### src/verilog/mem_cfg_pkg.sv
package mem_cfg_pkg;

  // data word
  localparam int width = 16;

  // logical address space, not a power of two
  localparam int num_addr = 48;
  localparam int bit_addr = 6;

  // data banks, the spare bank sits at index num_vbnk
  localparam int num_vbnk = 3;
  localparam int bit_vbnk = 2;
  localparam int num_pbnk = num_vbnk + 1;
  localparam logic [bit_vbnk-1:0] spare_bnk = bit_vbnk'(num_vbnk);

  // rows per bank
  localparam int num_vrow = 16;
  localparam int bit_vrow = 4;

  // physical address is {bank, row}
  localparam int bit_padr = bit_vbnk + bit_vrow;

  // enough bits to count every flagged bank on one row
  localparam int bit_fcnt = $clog2(num_pbnk + 1);

  // result pipeline depth and strobe-to-valid latency
  localparam int mem_delay = 2;
  localparam int rd_latency = mem_delay + 2;

endpackage

### src/verilog/mem_op_pkg.sv
package mem_op_pkg;

  // write port opcode
  // op_inject_err flags the addressed bank at the addressed row,
  // op_inject_spare flags the spare bank at that row instead
  typedef enum logic [1:0] {
    op_idle         = 2'd0,
    op_write        = 2'd1,
    op_inject_err   = 2'd2,
    op_inject_spare = 2'd3
  } mem_op_e;

  // read error status, derived from the flag count on the read row
  typedef enum logic [1:0] {
    // no flagged bank
    st_ok     = 2'd0,
    // exactly one flagged bank
    st_single = 2'd1,
    // two or more
    st_double = 2'd2
  } err_status_e;

endpackage

### src/verilog/mem_req_if.sv
`timescale 1ns/1ns

// decoded requests, one cycle after the port sample
interface mem_req_if;

  // read side, rd_bank and rd_row only meaningful while rd_en is high
  logic                              rd_en;
  logic [mem_cfg_pkg::bit_vbnk-1:0]  rd_bank;
  logic [mem_cfg_pkg::bit_vrow-1:0]  rd_row;

  // write side, payload only meaningful while wr_op is not idle
  mem_op_pkg::mem_op_e               wr_op;
  logic [mem_cfg_pkg::bit_vbnk-1:0]  wr_bank;
  logic [mem_cfg_pkg::bit_vrow-1:0]  wr_row;
  logic [mem_cfg_pkg::width-1:0]     wr_data;

  modport decode (
    output rd_en, rd_bank, rd_row,
    output wr_op, wr_bank, wr_row, wr_data
  );

  modport exec (
    input rd_en, rd_bank, rd_row,
    input wr_op, wr_bank, wr_row, wr_data
  );

endinterface

### src/verilog/rd_result_if.sv
`timescale 1ns/1ns

// raw read result, vld is a one-cycle strobe per read
interface rd_result_if;

  logic                              vld;
  logic [mem_cfg_pkg::width-1:0]     data;
  logic                              serr;
  logic                              derr;
  // {bank, row} of the decoded or the flagged location
  logic [mem_cfg_pkg::bit_padr-1:0]  padr;

  modport exec (
    output vld, data, serr, derr, padr
  );

  modport pipe (
    input vld, data, serr, derr, padr
  );

endinterface

### src/verilog/req_decode.sv
`timescale 1ns/1ns

module req_decode (
  input  logic                              clk,
  input  logic                              rst,
  input  logic                              rd,
  input  logic [mem_cfg_pkg::bit_addr-1:0]  rd_addr,
  input  mem_op_pkg::mem_op_e               wr_op,
  input  logic [mem_cfg_pkg::bit_addr-1:0]  wr_addr,
  input  logic [mem_cfg_pkg::width-1:0]     wr_data,
  mem_req_if.decode                         req
);

  // address to {bank, row}
  // bank is addr mod num_vbnk, row is addr div num_vbnk
  function automatic logic [mem_cfg_pkg::bit_padr-1:0] split_addr(
      input logic [mem_cfg_pkg::bit_addr-1:0] addr);
    int quo;
    int rem;
    quo = int'(addr) / mem_cfg_pkg::num_vbnk;
    rem = int'(addr) % mem_cfg_pkg::num_vbnk;
    return {rem[mem_cfg_pkg::bit_vbnk-1:0], quo[mem_cfg_pkg::bit_vrow-1:0]};
  endfunction

  logic [mem_cfg_pkg::bit_padr-1:0] rd_split;
  logic [mem_cfg_pkg::bit_padr-1:0] wr_split;
  logic [mem_cfg_pkg::bit_vbnk-1:0] wr_bank_c;

  assign rd_split = split_addr(rd_addr);
  assign wr_split = split_addr(wr_addr);

  // spare injection ignores the decoded bank, keeps the row
  always_comb begin
    case (wr_op)
      mem_op_pkg::op_inject_spare: begin
        wr_bank_c = mem_cfg_pkg::spare_bnk;
      end
      default: begin
        wr_bank_c = wr_split[mem_cfg_pkg::bit_padr-1 -: mem_cfg_pkg::bit_vbnk];
      end
    endcase
  end

  // request strobes
  always_ff @(posedge clk) begin
    if (rst) begin
      req.rd_en <= 1'b0;
      req.wr_op <= mem_op_pkg::op_idle;
    end else begin
      req.rd_en <= rd;
      req.wr_op <= wr_op;
    end
  end

  // read payload, held while idle
  always_ff @(posedge clk) begin
    if (rd) begin
      req.rd_bank <= rd_split[mem_cfg_pkg::bit_padr-1 -: mem_cfg_pkg::bit_vbnk];
      req.rd_row  <= rd_split[mem_cfg_pkg::bit_vrow-1:0];
    end
  end

  // write payload
  always_ff @(posedge clk) begin
    if (wr_op != mem_op_pkg::op_idle) begin
      req.wr_bank <= wr_bank_c;
      req.wr_row  <= wr_split[mem_cfg_pkg::bit_vrow-1:0];
      req.wr_data <= wr_data;
    end
  end

endmodule

### src/verilog/bank_array_exec.sv
`timescale 1ns/1ns

module bank_array_exec (
  input  logic        clk,
  input  logic        rst,
  mem_req_if.exec     req,
  rd_result_if.exec   res
);

  // data storage, bank by row
  logic [mem_cfg_pkg::width-1:0] mem_data [mem_cfg_pkg::num_vbnk][mem_cfg_pkg::num_vrow];

  // error flags, one vector per row with a bit for every bank and the spare
  logic [mem_cfg_pkg::num_pbnk-1:0] err_flag [mem_cfg_pkg::num_vrow];

  // read side flag evaluation
  logic [mem_cfg_pkg::num_pbnk-1:0] rd_flags;
  logic [mem_cfg_pkg::bit_fcnt-1:0] flag_cnt;
  logic [mem_cfg_pkg::bit_vbnk-1:0] flag_bnk;
  mem_op_pkg::err_status_e          rd_status;

  // data write, injections leave the data untouched
  always_ff @(posedge clk) begin
    if (req.wr_op == mem_op_pkg::op_write) begin
      mem_data[req.wr_bank][req.wr_row] <= req.wr_data;
    end
  end

  // flag map
  always_ff @(posedge clk) begin
    if (rst) begin
      for (int r = 0; r < mem_cfg_pkg::num_vrow; r++) begin
        err_flag[r] <= '0;
      end
    end else begin
      case (req.wr_op)
        mem_op_pkg::op_write: begin
          // a fresh write repairs the location and releases the spare
          err_flag[req.wr_row][req.wr_bank]            <= 1'b0;
          err_flag[req.wr_row][mem_cfg_pkg::spare_bnk] <= 1'b0;
        end
        mem_op_pkg::op_inject_err,
        mem_op_pkg::op_inject_spare: begin
          // bank already points at the spare for op_inject_spare
          err_flag[req.wr_row][req.wr_bank] <= 1'b1;
        end
        default: ;
      endcase
    end
  end

  // count flagged banks on the read row
  // descending scan so flag_bnk ends on the lowest flagged bank
  always_comb begin
    rd_flags = err_flag[req.rd_row];
    flag_cnt = '0;
    flag_bnk = '0;
    for (int b = mem_cfg_pkg::num_pbnk - 1; b >= 0; b--) begin
      if (rd_flags[b]) begin
        flag_cnt++;
        flag_bnk = b[mem_cfg_pkg::bit_vbnk-1:0];
      end
    end
  end

  always_comb begin
    if (flag_cnt == 0) begin
      rd_status = mem_op_pkg::st_ok;
    end else if (flag_cnt == 1) begin
      rd_status = mem_op_pkg::st_single;
    end else begin
      rd_status = mem_op_pkg::st_double;
    end
  end

  // result strobe
  always_ff @(posedge clk) begin
    if (rst) begin
      res.vld <= 1'b0;
    end else begin
      res.vld <= req.rd_en;
    end
  end

  // result payload
  // array is read before this edge's write lands, so same-cycle writes are not seen
  always_ff @(posedge clk) begin
    if (req.rd_en) begin
      res.data <= mem_data[req.rd_bank][req.rd_row];
      res.serr <= (rd_status != mem_op_pkg::st_ok);
      res.derr <= (rd_status == mem_op_pkg::st_double);
      if (rd_status == mem_op_pkg::st_ok) begin
        res.padr <= {req.rd_bank, req.rd_row};
      end else begin
        res.padr <= {flag_bnk, req.rd_row};
      end
    end
  end

endmodule

### src/verilog/read_result_pipe.sv
`timescale 1ns/1ns

module read_result_pipe #(
  parameter int depth = mem_cfg_pkg::mem_delay
) (
  input  logic                              clk,
  input  logic                              rst,
  rd_result_if.pipe                         res,
  output logic                              rd_vld,
  output logic [mem_cfg_pkg::width-1:0]     rd_data,
  output logic                              rd_serr,
  output logic                              rd_derr,
  output logic [mem_cfg_pkg::bit_padr-1:0]  rd_padr
);

  // stage 0 takes the raw result, stage depth-1 drives the ports
  logic                             vld_q  [depth];
  logic [mem_cfg_pkg::width-1:0]    data_q [depth];
  logic                             serr_q [depth];
  logic                             derr_q [depth];
  logic [mem_cfg_pkg::bit_padr-1:0] padr_q [depth];

  always_ff @(posedge clk) begin
    if (rst) begin
      for (int i = 0; i < depth; i++) begin
        vld_q[i] <= 1'b0;
      end
    end else begin
      vld_q[0] <= res.vld;
      for (int i = 1; i < depth; i++) begin
        vld_q[i] <= vld_q[i-1];
      end
    end
  end

  // payload shifts freely, only meaningful alongside its valid
  always_ff @(posedge clk) begin
    data_q[0] <= res.data;
    serr_q[0] <= res.serr;
    derr_q[0] <= res.derr;
    padr_q[0] <= res.padr;
    for (int i = 1; i < depth; i++) begin
      data_q[i] <= data_q[i-1];
      serr_q[i] <= serr_q[i-1];
      derr_q[i] <= derr_q[i-1];
      padr_q[i] <= padr_q[i-1];
    end
  end

  assign rd_vld  = vld_q[depth-1];
  assign rd_data = data_q[depth-1];
  assign rd_serr = serr_q[depth-1];
  assign rd_derr = derr_q[depth-1];
  assign rd_padr = padr_q[depth-1];

endmodule

### src/verilog/mem_1r1w_top.sv
`timescale 1ns/1ns

module mem_1r1w_top (
  input  logic                              clk,
  input  logic                              rst,

  // read port
  input  logic                              rd,
  input  logic [mem_cfg_pkg::bit_addr-1:0]  rd_addr,

  // write port
  input  mem_op_pkg::mem_op_e               wr_op,
  input  logic [mem_cfg_pkg::bit_addr-1:0]  wr_addr,
  input  logic [mem_cfg_pkg::width-1:0]     wr_data,

  // read result, rd_latency cycles after rd
  output logic                              rd_vld,
  output logic [mem_cfg_pkg::width-1:0]     rd_data,
  output logic                              rd_serr,
  output logic                              rd_derr,
  output logic [mem_cfg_pkg::bit_padr-1:0]  rd_padr
);

  // decode to execute
  mem_req_if u_req_if ();

  // execute to result pipeline
  rd_result_if u_res_if ();

  // port sample and address split
  req_decode u_decode (
    .clk     (clk),
    .rst     (rst),
    .rd      (rd),
    .rd_addr (rd_addr),
    .wr_op   (wr_op),
    .wr_addr (wr_addr),
    .wr_data (wr_data),
    .req     (u_req_if.decode)
  );

  // array access and flag tracking
  bank_array_exec u_exec (
    .clk (clk),
    .rst (rst),
    .req (u_req_if.exec),
    .res (u_res_if.exec)
  );

  // output delay
  read_result_pipe #(
    .depth (mem_cfg_pkg::mem_delay)
  ) u_pipe (
    .clk     (clk),
    .rst     (rst),
    .res     (u_res_if.pipe),
    .rd_vld  (rd_vld),
    .rd_data (rd_data),
    .rd_serr (rd_serr),
    .rd_derr (rd_derr),
    .rd_padr (rd_padr)
  );

endmodule

### config.mk
export PLATFORM = sky130hd
export DESIGN_NAME = mem_1r1w_top
export DESIGN_NICKNAME = d
export VERILOG_FILES = /design/src/verilog/mem_cfg_pkg.sv /design/src/verilog/mem_op_pkg.sv /design/src/verilog/mem_req_if.sv /design/src/verilog/rd_result_if.sv /design/src/verilog/req_decode.sv /design/src/verilog/bank_array_exec.sv /design/src/verilog/read_result_pipe.sv /design/src/verilog/mem_1r1w_top.sv
export SDC_FILE = /design/constraint.sdc
export NUM_CORES = 1
export LEC_CHECK = 0
export ABC_CLOCK_PERIOD_IN_PS = 3900
export BUFFER_PORTS_ARGS = -buffer_cell sky130_fd_sc_hd__buf_2
export CORE_AREA = 4 4 280 282
export CTS_BUF_LIST = sky130_fd_sc_hd__clkbuf_8
export DETAILED_ROUTE_END_ITERATION = 8
export DIE_AREA = 0 0 284 286
export PLACE_DENSITY_LB_ADDON = 0.12
export SLEW_MARGIN = 20
export SYNTH_ARGS = -nofsm -noshare
export SYNTH_HDL_FRONTEND = slang
export SYNTH_SLANG_ARGS = --single-unit
### constraint.sdc
create_clock -name clk -period 3.9 [get_ports clk]
set_clock_uncertainty 0.15 [all_clocks]
set_input_delay 0.39 -clock clk [delete_from_list [all_inputs] [get_ports clk]]
set_output_delay 0.39 -clock clk [all_outputs]
set_load 0.02 [all_outputs]
# Word-level counts from Yosys, hierarchy flattened
# Memory sizes are Yosys's and may differ from the RTL's. A register that Yosys moved wholly into a read port is not among the register bits.
# Index checks and enable logic that the tools add are counted.
# word_totals
ff_bits	56
ram_bits	882
inputBits	33
word_cells	95
memories	7
# classes
n_addsub	3
div	4
order_cmp	5
eq_ne	6
mux	41
n_bitwise	9
n_reduce_logical	8
# mem_list
name	depth	word_bits	read_ports	rd_clocked_by_memory_dff	wr	line_no	text
u_exec.mem_data	3	256	1	1	1	bank_array_exec.sv:11	logic [mem_cfg_pkg::width-1:0] mem_data [mem_cfg_pkg::num_vbnk][mem_cfg_pkg::num_vrow];
u_exec.err_flag	16	4	1	1	16	bank_array_exec.sv:14	logic [mem_cfg_pkg::num_pbnk-1:0] err_flag [mem_cfg_pkg::num_vrow];
u_pipe.data_q	2	16	2	0	2	read_result_pipe.sv:18	logic [mem_cfg_pkg::width-1:0] data_q [depth];
u_pipe.padr_q	2	6	2	0	2	read_result_pipe.sv:21	logic [mem_cfg_pkg::bit_padr-1:0] padr_q [depth];
u_pipe.derr_q	2	1	2	0	2	read_result_pipe.sv:20	logic derr_q [depth];
u_pipe.serr_q	2	1	2	0	2	read_result_pipe.sv:19	logic serr_q [depth];
+1 memories	-	-	-	-	-	-	
# ops
cell	n
256-bit two-way mux	1
16-bit binary-select mux with 4-bit select	1
16-bit demux with 4-bit select	1
7-bit by 3-bit divider with 32-bit output, second input constant	2
7-bit by 3-bit modulo with 32-bit output, second input constant	2
16-bit two-way mux	3
4-bit two-way mux	6
1-bit two-way mux	17
2-bit two-way mux	7
5-bit >= comparator, second input constant	2
4-bit NOT with 5-bit output	2
3-bit two-way mux	3
2-bit == test, second input constant	4
1-bit bitwise OR	7
3-bit by 1-bit adder with 3-bit output, second input constant	2
6-bit two-way mux	1
5-bit by 1-bit less-than comparator with 1-bit output, second input constant	1
2-bit nonzero test	2
4-bit OR reduction	1
3-bit by 1-bit == test with 1-bit output, second input constant	1
3-bit logical NOT	1
2-bit by 3-bit less-than comparator with 1-bit output, second input constant	1
1-bit by 1-bit adder with 2-bit output, second input constant	1
1-bit demux with 2-bit select	1
5 further kinds	6

# Depth between registers and ports, before layout
# Gate-level depths: netlist of the first run.
# depth
ltp_word	12
depth_mapped	17
mapped_depth_nobuf	14

# Cells and area by module
# From an unflattened synthesis of the first run, not the netlist that was laid out.
# unflattened
hier_cells	2063
area_unflattened_um2	37075.6
# by_module_without_submodules
module	n_inst	cells_per_inst	area_per_inst_um2
bank_array_exec	1	1837	34122.7
req_decode	1	152	1774.2
read_result_pipe	1	74	1178.6

# Worst setup path before layout of the first run
# Ideal clock, no wire load.
# synth_timing
path_kind	input -> register
from	input port rd_addr[4] (netlist name)
to	register u_decode.req.rd_bank[0], data pin
setup_time_ps	259
arrival_time_ps	3164
setup_slack_ps	326
cell_stages	15
path_buffers	3
path_cell_list	clkbuf_1 > clkbuf_1 > ha_1 > and3b_1 > mux2_1 > a211o_1 > and2_1 > buf_2 > xnor2_1 > ha_1 > nor2_1 > o21ai_1 > a21oi_1 > nand2_1 > xor2_1
# synth_via
elab_chain_len	1
# synth_lines
element	line_no	text
from (decl)	mem_1r1w_top.sv:9	input logic [mem_cfg_pkg::bit_addr-1:0] rd_addr,
7-bit by 3-bit modulo with 32-bit output	req_decode.sv:21	rem = int'(addr) % mem_cfg_pkg::num_vbnk;
net u_decode.rd_split, one bit	req_decode.sv:25	logic [mem_cfg_pkg::bit_padr-1:0] rd_split;
to (signal assigned)	req_decode.sv:58	req.rd_bank <= rd_split[mem_cfg_pkg::bit_padr-1 -: mem_cfg_pkg::bit_vbnk];
to (decl)	mem_req_if.sv:18	output rd_en, rd_bank, rd_row,
# The timed path passes the listed nets, and every way through them passes these cells.
# A chain may end at the register's enable or synchronous reset.

==> flow_summary.json, run 1 <==
{
  "yosysSeqAreaShare_pct": 74.9,
  "synthTopCellsByArea": "edfxtp_1, mux4_2, dfxtp_1",
  "irDropWorstVdd_mv": 0.326,
  "synth-async-reset-ratio_pct": 0,
  "critPathMaxFanout": 18,
  "synth_most_common_cell": "edfxtp_1",
  "path_clk_slew_ns": 0.06,
  "top_level_ports": 58,
  "p_switching_uw": 5540,
  "synth_fa_ha_area_share_pct": 0.338,
  "pwr-share-comb_pct": 11.6,
  "numClockSinks": 944,
  "synth_cells": 1896,
  "synth_simple_gate_area_share_pct": 3.48,
  "required_ns": 4.47,
  "relSlewSlack_pct": 26.7,
  "synthTopCellsByCount": "edfxtp_1, mux4_2, nor2_1, nand2_1, clkbuf_1",
  "syn_area_per_cell_um2": 19.5,
  "synth_top_cell_by_area": "edfxtp_1",
  "fin_tns_setup_ns": 0,
  "synth_top_area_share_pct": 71.6,
  "seq_power_share_pct": 52.5,
  "die_y_um": 286,
  "cts_tree": "yes",
  "first_pass_iters": 5,
  "route.detailed.drc": 0,
  "initialDrtViolationCount": 1586,
  "synthXorXnorAreaFrac_pct": 0.189,
  "r2r-end": "u_exec.res.padr[4]",
  "cts_max_level": 4,
  "io_buffers": 57,
  "grt_max_degree": 87,
  "dpl_cell_area_um2": 38800,
  "rsz0062_at_grt": "no",
  "layout_min_cycle_time_ns": 3.61,
  "overflow": 0,
  "final_area_um2": 42000,
  "placeableCoreArea_um2": 75700,
  "antenna_found_initial": 6,
  "max_freq_mhz": 277,
  "synth_compound_area_share_pct": 3.40,
  "die_w_um": 284,
  "die_area_um2": 81200,
  "synthesis.area_um2": 37100,
  "startpoint": "rd_addr[3]",
  "place_congestion": 0.816,
  "vias": 18318,
  "grt_first_pass_wirelength_um": 123000,
  "cts-root-buf": "clkbuf_8",
  "post-route-period-util_pct": 92.6,
  "drive_above_1_share_pct": 27.2,
  "rows": 101,
  "layout.nets": 2138,
  "start_util_pct": 49.0,
  "critPathCaptureType": "flop",
  "internal_power_uw": 16600,
  "maxCapViolations": 0,
  "hold_viol_final": 0,
  "reg2reg_slack_ns": 0.33,
  "cts_made_buffers": 154,
  "p_per_area_nw_per_um2": 526,
  "first_global_vias": 18791,
  "arrival_ns": 4.19,
  "finalMaxSlewViolations": 0,
  "synth_edf_count": 884,
  "synth_ff_type": "edfxtp_1",
  "fillers": 5806,
  "area_delta_synth_final_pct": 13.3,
  "criticalPathCategory": "input pin to flop",
  "worstMarginPinSlew_ns": 1.10,
  "worst_setup_path_start_kind": "input pin",
  "dp.final_hpwl_um": 47800,
  "ant_nets": 0,
  "track_usage_pct": 20.7,
  "synth_warnings": 0,
  "setup_viol": 0,
  "min_path_type": "input pin to flop",
  "p_clk_share_pct": 35.9,
  "clock_latency_ns": 0.80,
  "clockBufferDepth": 3,
  "muxShareOfSynthArea_pct": 15.8,
  "routed_via_density": 5.73,
  "drt-total-wl_um": 83400,
  "switching_share_pct": 25.1,
  "synth_top_family_by_area": "multiplexers",
  "r2r_cells": 10,
  "run_status": "complete, no violations",
  "wl_per_cell_um": 26.1,
  "yosys.cell_types.count": 65,
  "ys_seq_elements": 944,
  "syn_nets": 1939,
  "power.leakage_uw": 0.0140
}
## timing repair
item | CTS | global route
setup endpoints to repair | 0 | 1
hold buffers | 33 | 0
setup buffers | 0 | 0
hold endpoints to repair | 41 | 0
resized for setup | 0 | 3
## how the worst min path moves through the flow
stage	startpoint	to	slack, ns	cells past startpoint
6_report	rd_addr[4]	u_decode.req.rd_row[2]	0.1	3
3_5_place_dp	u_pipe.data_q[0][3]	u_pipe.data_q[0][19]	0.16	0
3_3_place_gp	u_pipe.data_q[0][7]	u_pipe.data_q[0][23]	0.16	0
2_1_floorplan	u_pipe.data_q[0][0]	u_pipe.data_q[0][16]	0.16	0
4_1_cts	rd_addr[4]	u_decode.req.rd_row[2]	0.009	3
5_1_grt	rd_addr[4]	u_decode.req.rd_row[2]	0.1	3
## layout make-up
class / count / area, um2 / area share (%)
diodes: 4 / 10.0 / 0.0238
clock buffers: 162 / 2230 / 5.31
clock inverters: 115 / 634 / 1.51
inverters: 11 / 41.3 / 0.0983
multi-input cells: 797 / 8620 / 20.5
flip-flops and latches: 944 / 27800 / 66.1
well taps: 978 / 1220 / 2.91
repair buffers: 187 / 1470 / 3.50
## routing by layer
metal  global-route usage (%)  share of wire [%]  routed length (um)  vias to the layer above
li1                         -                  -                   -                     8024
met1                     28.5                 42               35400                     9609
met2                     33.8                 49               41100                      573
met3                     4.95                6.6                5490                      112
met4                     5.57                1.7                1410                        0
met5                        0                  0                   0                        -
## state kept, by name, indices dropped and copies added, names as in the netlist, 4 cells and up, named ones only
| register | cells |
|---|---|
| u_exec.res.data | 16 |
| u_exec.err_flag | 64 |
| u_pipe.padr_q | 12 |
| u_decode.req.wr_row | 4 |
| u_exec.mem_data | 768 |
| u_decode.req.rd_row | 4 |
| u_decode.req.wr_data | 16 |
| u_exec.res.padr | 6 |
| u_pipe.data_q | 32 |
## critical path, cell delays in order
cell and delay (ns):
dlygate4sd3_1 0.52, clkbuf_4 0.23, mux2_2 0.37, a31oi_1 0.21
a21oi_1 0.09, ha_1 0.23, a211oi_1 0.28, and2_2 0.27
xnor2_1 0.09, ha_1 0.21, nor2_1 0.10, o21ai_1 0.09
a21oi_2 0.21, nand2_1 0.14, o221ai_1 0.17, dlygate4sd3_1 0.57
## cells in the final DEF, fill, tap and decap left out, types with 7 or more instances in the layout
cell type        n
mux4_2         225
a21oi_1         11
clkinv_1        24
o21ai_0         71
clkinv_2        13
buf_2           56
clkbuf_8       162
dfxtp_1         58
edfxtp_1       884
nor2_1         123
nor2_2          11
inv_6            8
ha_1            10
inv_1           71
buf_12          10
o21bai_1        67
nor2b_1         15
nand3_1          8
nand2b_1         7
nand2_1         99
dlygate4sd3_1   33
nand3b_1         8
mux2i_1         65
buf_4           87
## power groups by stage
stage,Sequential [uW],Combinational (uW),Clock (uW)
detailed placement,11800,2580,0
global route,11600,2760,8650
CTS,11600,2610,8170
floorplan,11800,1630,0
finish,11600,2570,7930
global placement,11800,2530,0
## logic make-up after synthesis
kind of cell | after synthesis
mux | 297
buf+inv | 155
fa+ha+maj | 10
simple gates | 292
flops | 944
xor+xnor | 8
compound gates | 190
## metrics by stage
| step | power [uW] | util [%] | setup WS (ns) | hold slack (ns) | instances |
|---|---|---|---|---|---|
| 4_1_cts | 22400 | 55.4 | 0.177 | 0.00883 | 3194 |
| 3_3_place_gp | 14300 | 51.2 | 0.207 | 0.162 | 2884 |
| 6_report | 22100 | 55.5 | 0.288 | 0.0978 | 3198 |
| 2_1_floorplan | 13400 | - | 0.326 | 0.160 | 1896 |
| 3_5_place_dp | 14400 | 51.2 | 0.0183 | 0.162 | 2884 |
| 5_1_grt | 23000 | 55.5 | 0.0555 | 0.0994 | 3195 |
No activity file was read; power rests on OpenSTA's default activity.
==> run 2: changes to the inputs <==
- CORE_AREA: 4 4 280 282 -> 4 4 244 246
- DIE_AREA: 0 0 284 286 -> 0 0 248 250
- SYNTH_HIERARCHICAL: default -> 1
==> run 2 against run 1 <==
Net effect:
- register-to-register slack worse by 0.09 ns
- wire length shrank 3.6%
- core utilization is 17 points higher
- flip-flop and latch count shrank 6
- setup slack got worse by 0.081 ns
- worst hold slack lost 0.037 ns
- via count up 6.4%
- area after synthesis about the same
- sequential share of layout area grew 0.52 points
- highest routed layer unchanged
==> flow_summary.json, run 2 <==
{
  "synth_most_common_cell": "edfxtp_1",
  "globalRouteMet2Util_pct": 40.5,
  "cpPeakStageDelay_ns": 0.54,
  "first_global_vias": 19763,
  "cts-root-buf": "clkbuf_8",
  "post-route-period-util_pct": 94.7,
  "top_level_ports": 58,
  "die_area_um2": 62000,
  "layout_min_cycle_time_ns": 3.69,
  "synthTopCellsByCount": "edfxtp_1, mux4_2, nand2_1, mux2i_1, nor2_1",
  "track_usage_pct": 26.7,
  "cts_max_level": 4,
  "register_area_um2": 27600,
  "clockBufferDepth": 3,
  "top_register": "u_exec/mem_data",
  "criticalPathCategory": "input pin to flop",
  "yosysSeqAreaShare_pct": 74.5,
  "io_buffers": 57,
  "die_w_um": 248,
  "maxCapViolations": 0,
  "fin_util_pct": 72.3,
  "fillers": 3504,
  "top_usage_layer": "met1",
  "layout_commonest_cell": "edfxtp_1",
  "arrival_ns": 4.06,
  "run_status": "complete, no violations",
  "grt_util_met3_pct": 5.50,
  "rsz0062_at_grt": "no",
  "grtUsageMet1_pct": 40.7,
  "route.detailed.drc": 0,
  "syn_nets": 2107,
  "fin_tns_setup_ns": 0,
  "hold_path_end": "u_pipe/vld_q[0][1]",
  "relSlewSlack_pct": 30.0,
  "synth_ff_type": "edfxtp_1",
  "dp.final_hpwl_um": 45900,
  "startpoint": "wr_addr[5]",
  "drive_above_1_share_pct": 22.2,
  "worst_setup_path_start_kind": "input pin",
  "synth_warnings": 6,
  "cp_num_buf_inv": 3,
  "path_clk_slew_ns": 0.06,
  "min_path_type": "input pin to flop",
  "syn_area_per_cell_um2": 18.0,
  "area_delta_synth_final_pct": 11.8,
  "routed_via_density": 6.24,
  "critPathCaptureType": "flop",
  "synth_edf_count": 884,
  "max_freq_mhz": 271,
  "initialDrtViolationCount": 2225,
  "rows": 88,
  "final_cell_mix": "edfxtp_1, mux4_2, nand2_1, clkbuf_8, mux2i_1",
  "vias": 19491,
  "hp-start": "rst",
  "worstMarginPinSlew_ns": 1.05,
  "p_per_area_nw_per_um2": 520,
  "numClockSinks": 938,
  "grt_max_degree": 101,
  "synth_top_cell_by_area": "edfxtp_1",
  "synthesis.area_um2": 37100,
  "r2r-end": "u_exec/res.padr[4]",
  "finalMaxSlewViolations": 0,
  "antenna_found_initial": 1,
  "ys_seq_elements": 938,
  "place_congestion": 0.808,
  "cts_made_buffers": 147,
  "r2r_cells": 10,
  "clock_latency_ns": 0.78,
  "synth_cells": 2063,
  "r2r-start": "u_decode/req.rd_row[0]",
  "placeableCoreArea_um2": 57400,
  "layout.nets": 2298,
  "yosys.cell_types.count": 65,
  "holdPathStages": 3,
  "first_pass_iters": 5,
  "critical_path.most_common_cell": "ha_1",
  "cts_tree": "yes",
  "hold_viol_final": 0,
  "die_y_um": 250,
  "path_delay_family": "simple AND/OR/NAND/NOR gates",
  "holdWs_ns": 0.0609,
  "overflow": 0,
  "power.leakage_uw": 0.0141,
  "largest_register_ffs": 768,
  "drt-total-wl_um": 80400,
  "critPathMaxFanout": 15,
  "cp_cell_sequence": "dlygate4sd3_1 -> buf_2 -> ha_1 -> and4b_1 -> o21ai_1 -> and3_2 -> inv_1 -> ha_1 -> nor4_4 -> nor2_1 -> or2_2 -> ha_1 -> nor2_1 -> o211ai_1 -> nor3_2 -> mux2i_1",
  "required_ns": 4.27,
  "start_util_pct": 64.6,
  "irDropWorstVdd_mv": 0.400,
  "cts_setup_buffers": 0,
  "setup_viol": 0,
  "reg2reg_slack_ns": 0.24,
  "synth-async-reset-ratio_pct": 0,
  "grt_first_pass_wirelength_um": 122000,
  "reg_top3": "u_exec/mem_data: 768 flops, u_exec/err_flag: 64 flops, u_pipe/data_q: 32 flops",
  "p_total_uw": 21600,
  "ant_nets": 0,
  "wl_per_cell_um": 25.7,
  "synthTopCellsByArea": "edfxtp_1, mux4_2, mux2i_1",
  "multi_input_area_um2": 8660,
  "synth_top_area_share_pct": 71.6,
  "critPathSlowestCell": "dlygate4sd3_1"
}
## run 2: how the worst max path moves through the flow
stage,slack (ns),cells after the start,end
after floorplan,0.02,11,u_exec/res.padr[4]
after global placement,0.12,14,u_decode/req.rd_bank[1]
after detailed placement,-0.12,14,u_decode/req.rd_bank[1]
after CTS,0.21,16,u_decode/req.wr_bank[1]
after global routing,0.02,16,u_decode/req.wr_bank[0]
final,0.21,16,u_decode/req.wr_bank[1]
## run 2: area by class of cell
cell class / instances / share of cell area, %
flip-flops and latches: 938 / 66.6
multi-input cells: 957 / 20.9
clock buffers: 158 / 5.24
repair buffers: 199 / 3.83
well taps: 765 / 2.31
clock inverters: 95 / 0.996
inverters: 11 / 0.0996
diodes: 2 / 0.0121
## run 2: logic make-up (layout without fill, tap and decap cells)
logic type                 after synthesis  in the layout  synth area share, %
DFF                                    938            938                 74.5
and+or+nand+nor                        347            347                 4.06
muxes                                  300            300                 13.7
AOI/OAI and AO/OA                      294            294                 5.11
buffers and inverters                  168            463                 2.14
adders and majority gates               11             11                0.371
xor gates and xnor gates                 5              5                0.138
other                                    0              2                    0
## run 2: stage by stage
step	cell area (um2)	setup slack [ns]	cells
finish	41500	0.207	3125
global route	41500	0.0186	3124
CTS	41400	0.208	3122
detailed placement	38500	-0.125	2838
global placement	38500	0.122	2838
floorplan	37100	0.0239	2063
## run 2: metal layers
metal | vias up | routed length [um]
met1 | 9965 | 33000
li1 | 8488 | -
met2 | 918 | 38100
met5 | - | 0
met3 | 120 | 7470
met4 | 0 | 1760
## run 2: power by group
part | switching (uW) | total (uW) | internal (uW)
sequential | 120 | 11500 | 11400
clock | 3600 | 7370 | 3760
combinational | 1660 | 2720 | 1070
total | 5380 | 21600 | 16200
## run 2: repair_timing
| item | in CTS | in global routing |
|---|---|---|
| endpoints found under the setup margin | 0 | 4 |
| endpoints found under the hold margin | 35 | 0 |
| hold buffers | 31 | 0 |
| resized for setup | 0 | 2 |
## run 2: worst min-delay path, cell delays in order
cell and delay, ns:
buf_2 0.09, buf_4 0.29, nor2b_1 0.17
==> run 3: changes to the inputs <==
- BUFFER_PORTS_ARGS: -buffer_cell sky130_fd_sc_hd__buf_2 -> default
- CORE_AREA: 4 4 244 246 -> 4 4 265 267
- DIE_AREA: 0 0 248 250 -> 0 0 269 271
- DONT_BUFFER_PORTS: default -> 1
- SKIP_LAST_GASP: default -> 1
==> run 3 against run 2 <==
Net effect:
- final area rose by 0.49%
- via count decreased by 1.6%
- first-iteration DRC count decreased by 21%
- final cell count rose by 3.2%
- clock-buffer cell count is 1 higher
- die area rose by 18%
- combinational power hardly changed
- non-clock buffer count down 32
- flip-flop and latch count did not move
- maximum frequency fell by 0.81%
- critical endpoint is now u_decode/req.rd_bank[1]
- largest power group unchanged
- highest routed layer unchanged
==> flow_summary.json, run 3 (synthesis gave the netlist of run 2 again) <==
{
  "holdPathStages": 5,
  "fin_tns_setup_ns": 0,
  "first_pass_iters": 5,
  "start_util_pct": 54.4,
  "worstMarginPinSlew_ns": 1.07,
  "numClockSinks": 938,
  "reg_top3": "u_exec/mem_data: 768 flops, u_exec/err_flag: 64 flops, u_pipe/data_q: 32 flops",
  "dp.final_hpwl_um": 48800,
  "vias": 19186,
  "dpl_cell_area_um2": 38500,
  "track_usage_pct": 23.5,
  "power.leakage_uw": 0.0140,
  "max_freq_mhz": 269,
  "required_ns": 4.26,
  "cts-root-buf": "clkbuf_8",
  "place_congestion": 0.792,
  "min_path_type": "input pin to flop",
  "arrival_ns": 4.08,
  "top_register": "u_exec/mem_data",
  "worst_setup_path_start_kind": "input pin",
  "pwr-share-comb_pct": 12.6,
  "drt-total-wl_um": 83700,
  "largest_register_ffs": 768,
  "ant_nets": 0,
  "placeableCoreArea_um2": 68100,
  "die_y_um": 271,
  "relSlewSlack_pct": 28.7,
  "r2r_cells": 10,
  "criticalPathCategory": "input pin to flop",
  "p_clk_share_pct": 34.7,
  "drive_above_1_share_pct": 21.2,
  "switching_share_pct": 25.0,
  "post-route-period-util_pct": 95.5,
  "seq_power_share_pct": 52.8,
  "layout_min_cycle_time_ns": 3.72,
  "critPathMaxFanout": 11,
  "io_buffers": 0,
  "run_status": "complete, no violations",
  "r2r-start": "u_decode/req.rd_row[0]",
  "cts_setup_buffers": 0,
  "final_area_um2": 41700,
  "die_area_um2": 72900,
  "cts_made_buffers": 149,
  "final_cell_mix": "edfxtp_1, mux4_2, clkbuf_8, nand2_1, mux2i_1",
  "reg2reg_slack_ns": 0.23,
  "grt_max_degree": 125,
  "antenna_found_initial": 6,
  "path_clk_slew_ns": 0.06,
  "route.detailed.drc": 0,
  "first_global_vias": 19485,
  "overflow": 0,
  "maxCapViolations": 0,
  "grt_first_pass_wirelength_um": 125000,
  "p_switching_uw": 5460,
  "layout_commonest_cell": "edfxtp_1",
  "die_w_um": 269,
  "hold_viol_final": 0,
  "cts_tree": "yes",
  "rsz0062_at_grt": "no",
  "irDropWorstVdd_mv": 0.389,
  "initialDrtViolationCount": 1767,
  "rows": 96,
  "setup_viol": 0,
  "clockBufferDepth": 3,
  "r2r-end": "u_exec/res.padr[5]",
  "clock_latency_ns": 0.77,
  "hold_path_end": "u_decode/req.wr_row[0]",
  "routed_via_density": 5.95,
  "top_level_ports": 58,
  "area_delta_synth_final_pct": 12.4,
  "layout.nets": 2268,
  "fillers": 4946,
  "internal_power_uw": 16400,
  "wl_per_cell_um": 26.0,
  "p_per_area_nw_per_um2": 523,
  "finalMaxSlewViolations": 0,
  "critPathCaptureType": "flop",
  "hp-start": "wr_addr[1]",
  "cts_max_level": 4
}
-- run 3: cell count changes in the layout (fill, tap and decap cells not counted), sizes merged --
cell	delta
clkbuf	+1
bufinv	+1
diode	+1
clkinvlp	+2
inv	-1
dlygate4sd3	+9
clkinv	+11
buf	-41
-- run 3: through the flow --
| step | instances | power (uW) | util, % | worst slack (ns) | hold WS [ns] |
|---|---|---|---|---|---|
| after detailed placement | 2913 | 14400 | 56.6 | 0.0892 | 0.162 |
| final | 3225 | 21800 | 61.2 | 0.177 | 0.0954 |
| after CTS | 3221 | 22000 | 61.1 | 0.161 | 0.0108 |
| after global placement | 2913 | 14400 | 56.6 | 0.274 | 0.163 |
| after global routing | 3223 | 22800 | 61.2 | 0.0104 | 0.0481 |
| after floorplan | 2063 | 13400 | - | 0.0239 | 0.160 |
-- run 3: layer usage --
metal	vias up	wire, um	part of all wire (%)	global-route usage [%]
li1	8445	-	-	-
met1	9943	34800	42	33.2
met2	684	40500	48	36.7
met3	114	6640	7.9	5.64
met4	0	1850	2.2	7.40
met5	-	0	0	0
-- run 3: area by class of cell --
type | instances | area (um2) | area share [%]
sequential | 938 | 27600 | 66.3
multi-input combinational | 957 | 8660 | 20.8
clock buffer | 159 | 2190 | 5.25
timing repair buffer | 167 | 1520 | 3.65
tap | 882 | 1100 | 2.65
clock inverter | 108 | 522 | 1.25
inverter | 11 | 41.3 | 0.0991
antenna | 3 | 7.51 | 0.0180
-- run 3: what timing repair did --
action / in CTS / in global routing
resized for setup: 0 / 1
setup endpoints to repair: 0 / 1
hold buffers: 41 / 0
endpoints found under the hold margin: 104 / 0
-- run 3: power by group through the flow --
| stage | clock network (uW) | logic, uW | registers, uW |
|---|---|---|---|
| 3_5_place_dp | 0 | 2690 | 11700 |
| 4_1_cts | 7780 | 2750 | 11500 |
| 3_3_place_gp | 0 | 2640 | 11700 |
| 5_1_grt | 8290 | 2950 | 11500 |
| 2_1_floorplan | 0 | 1710 | 11700 |
| 6_report | 7560 | 2740 | 11500 |
-- run 3: how the worst max path moves through the flow --
stage                                         end  depth (start not counted)                    from  slack [ns]
after floorplan                u_exec/res.padr[4]                         11  u_decode/req.rd_row[1]        0.02
after global placement    u_decode/req.rd_bank[1]                         13              rd_addr[5]        0.27
after detailed placement  u_decode/req.rd_bank[1]                         13              rd_addr[5]        0.09
after CTS                 u_decode/req.rd_bank[1]                         14              rd_addr[5]        0.16
after global routing      u_decode/req.rd_bank[1]                         14              rd_addr[5]        0.01
final                     u_decode/req.rd_bank[1]                         14              rd_addr[5]        0.18
-- run 3: critical path: stages --
cell and delay, ns:
dlygate4sd3_1 0.78, ha_1 0.30, nand3b_4 0.19, a221oi_1 0.38, a31oi_1 0.14, ha_1 0.25
a2111oi_2 0.30, nor2_1 0.09, a21o_1 0.18, ha_1 0.19, nor4b_1 0.29, and3_2 0.24
a21oi_4 0.05, mux2_4 0.31
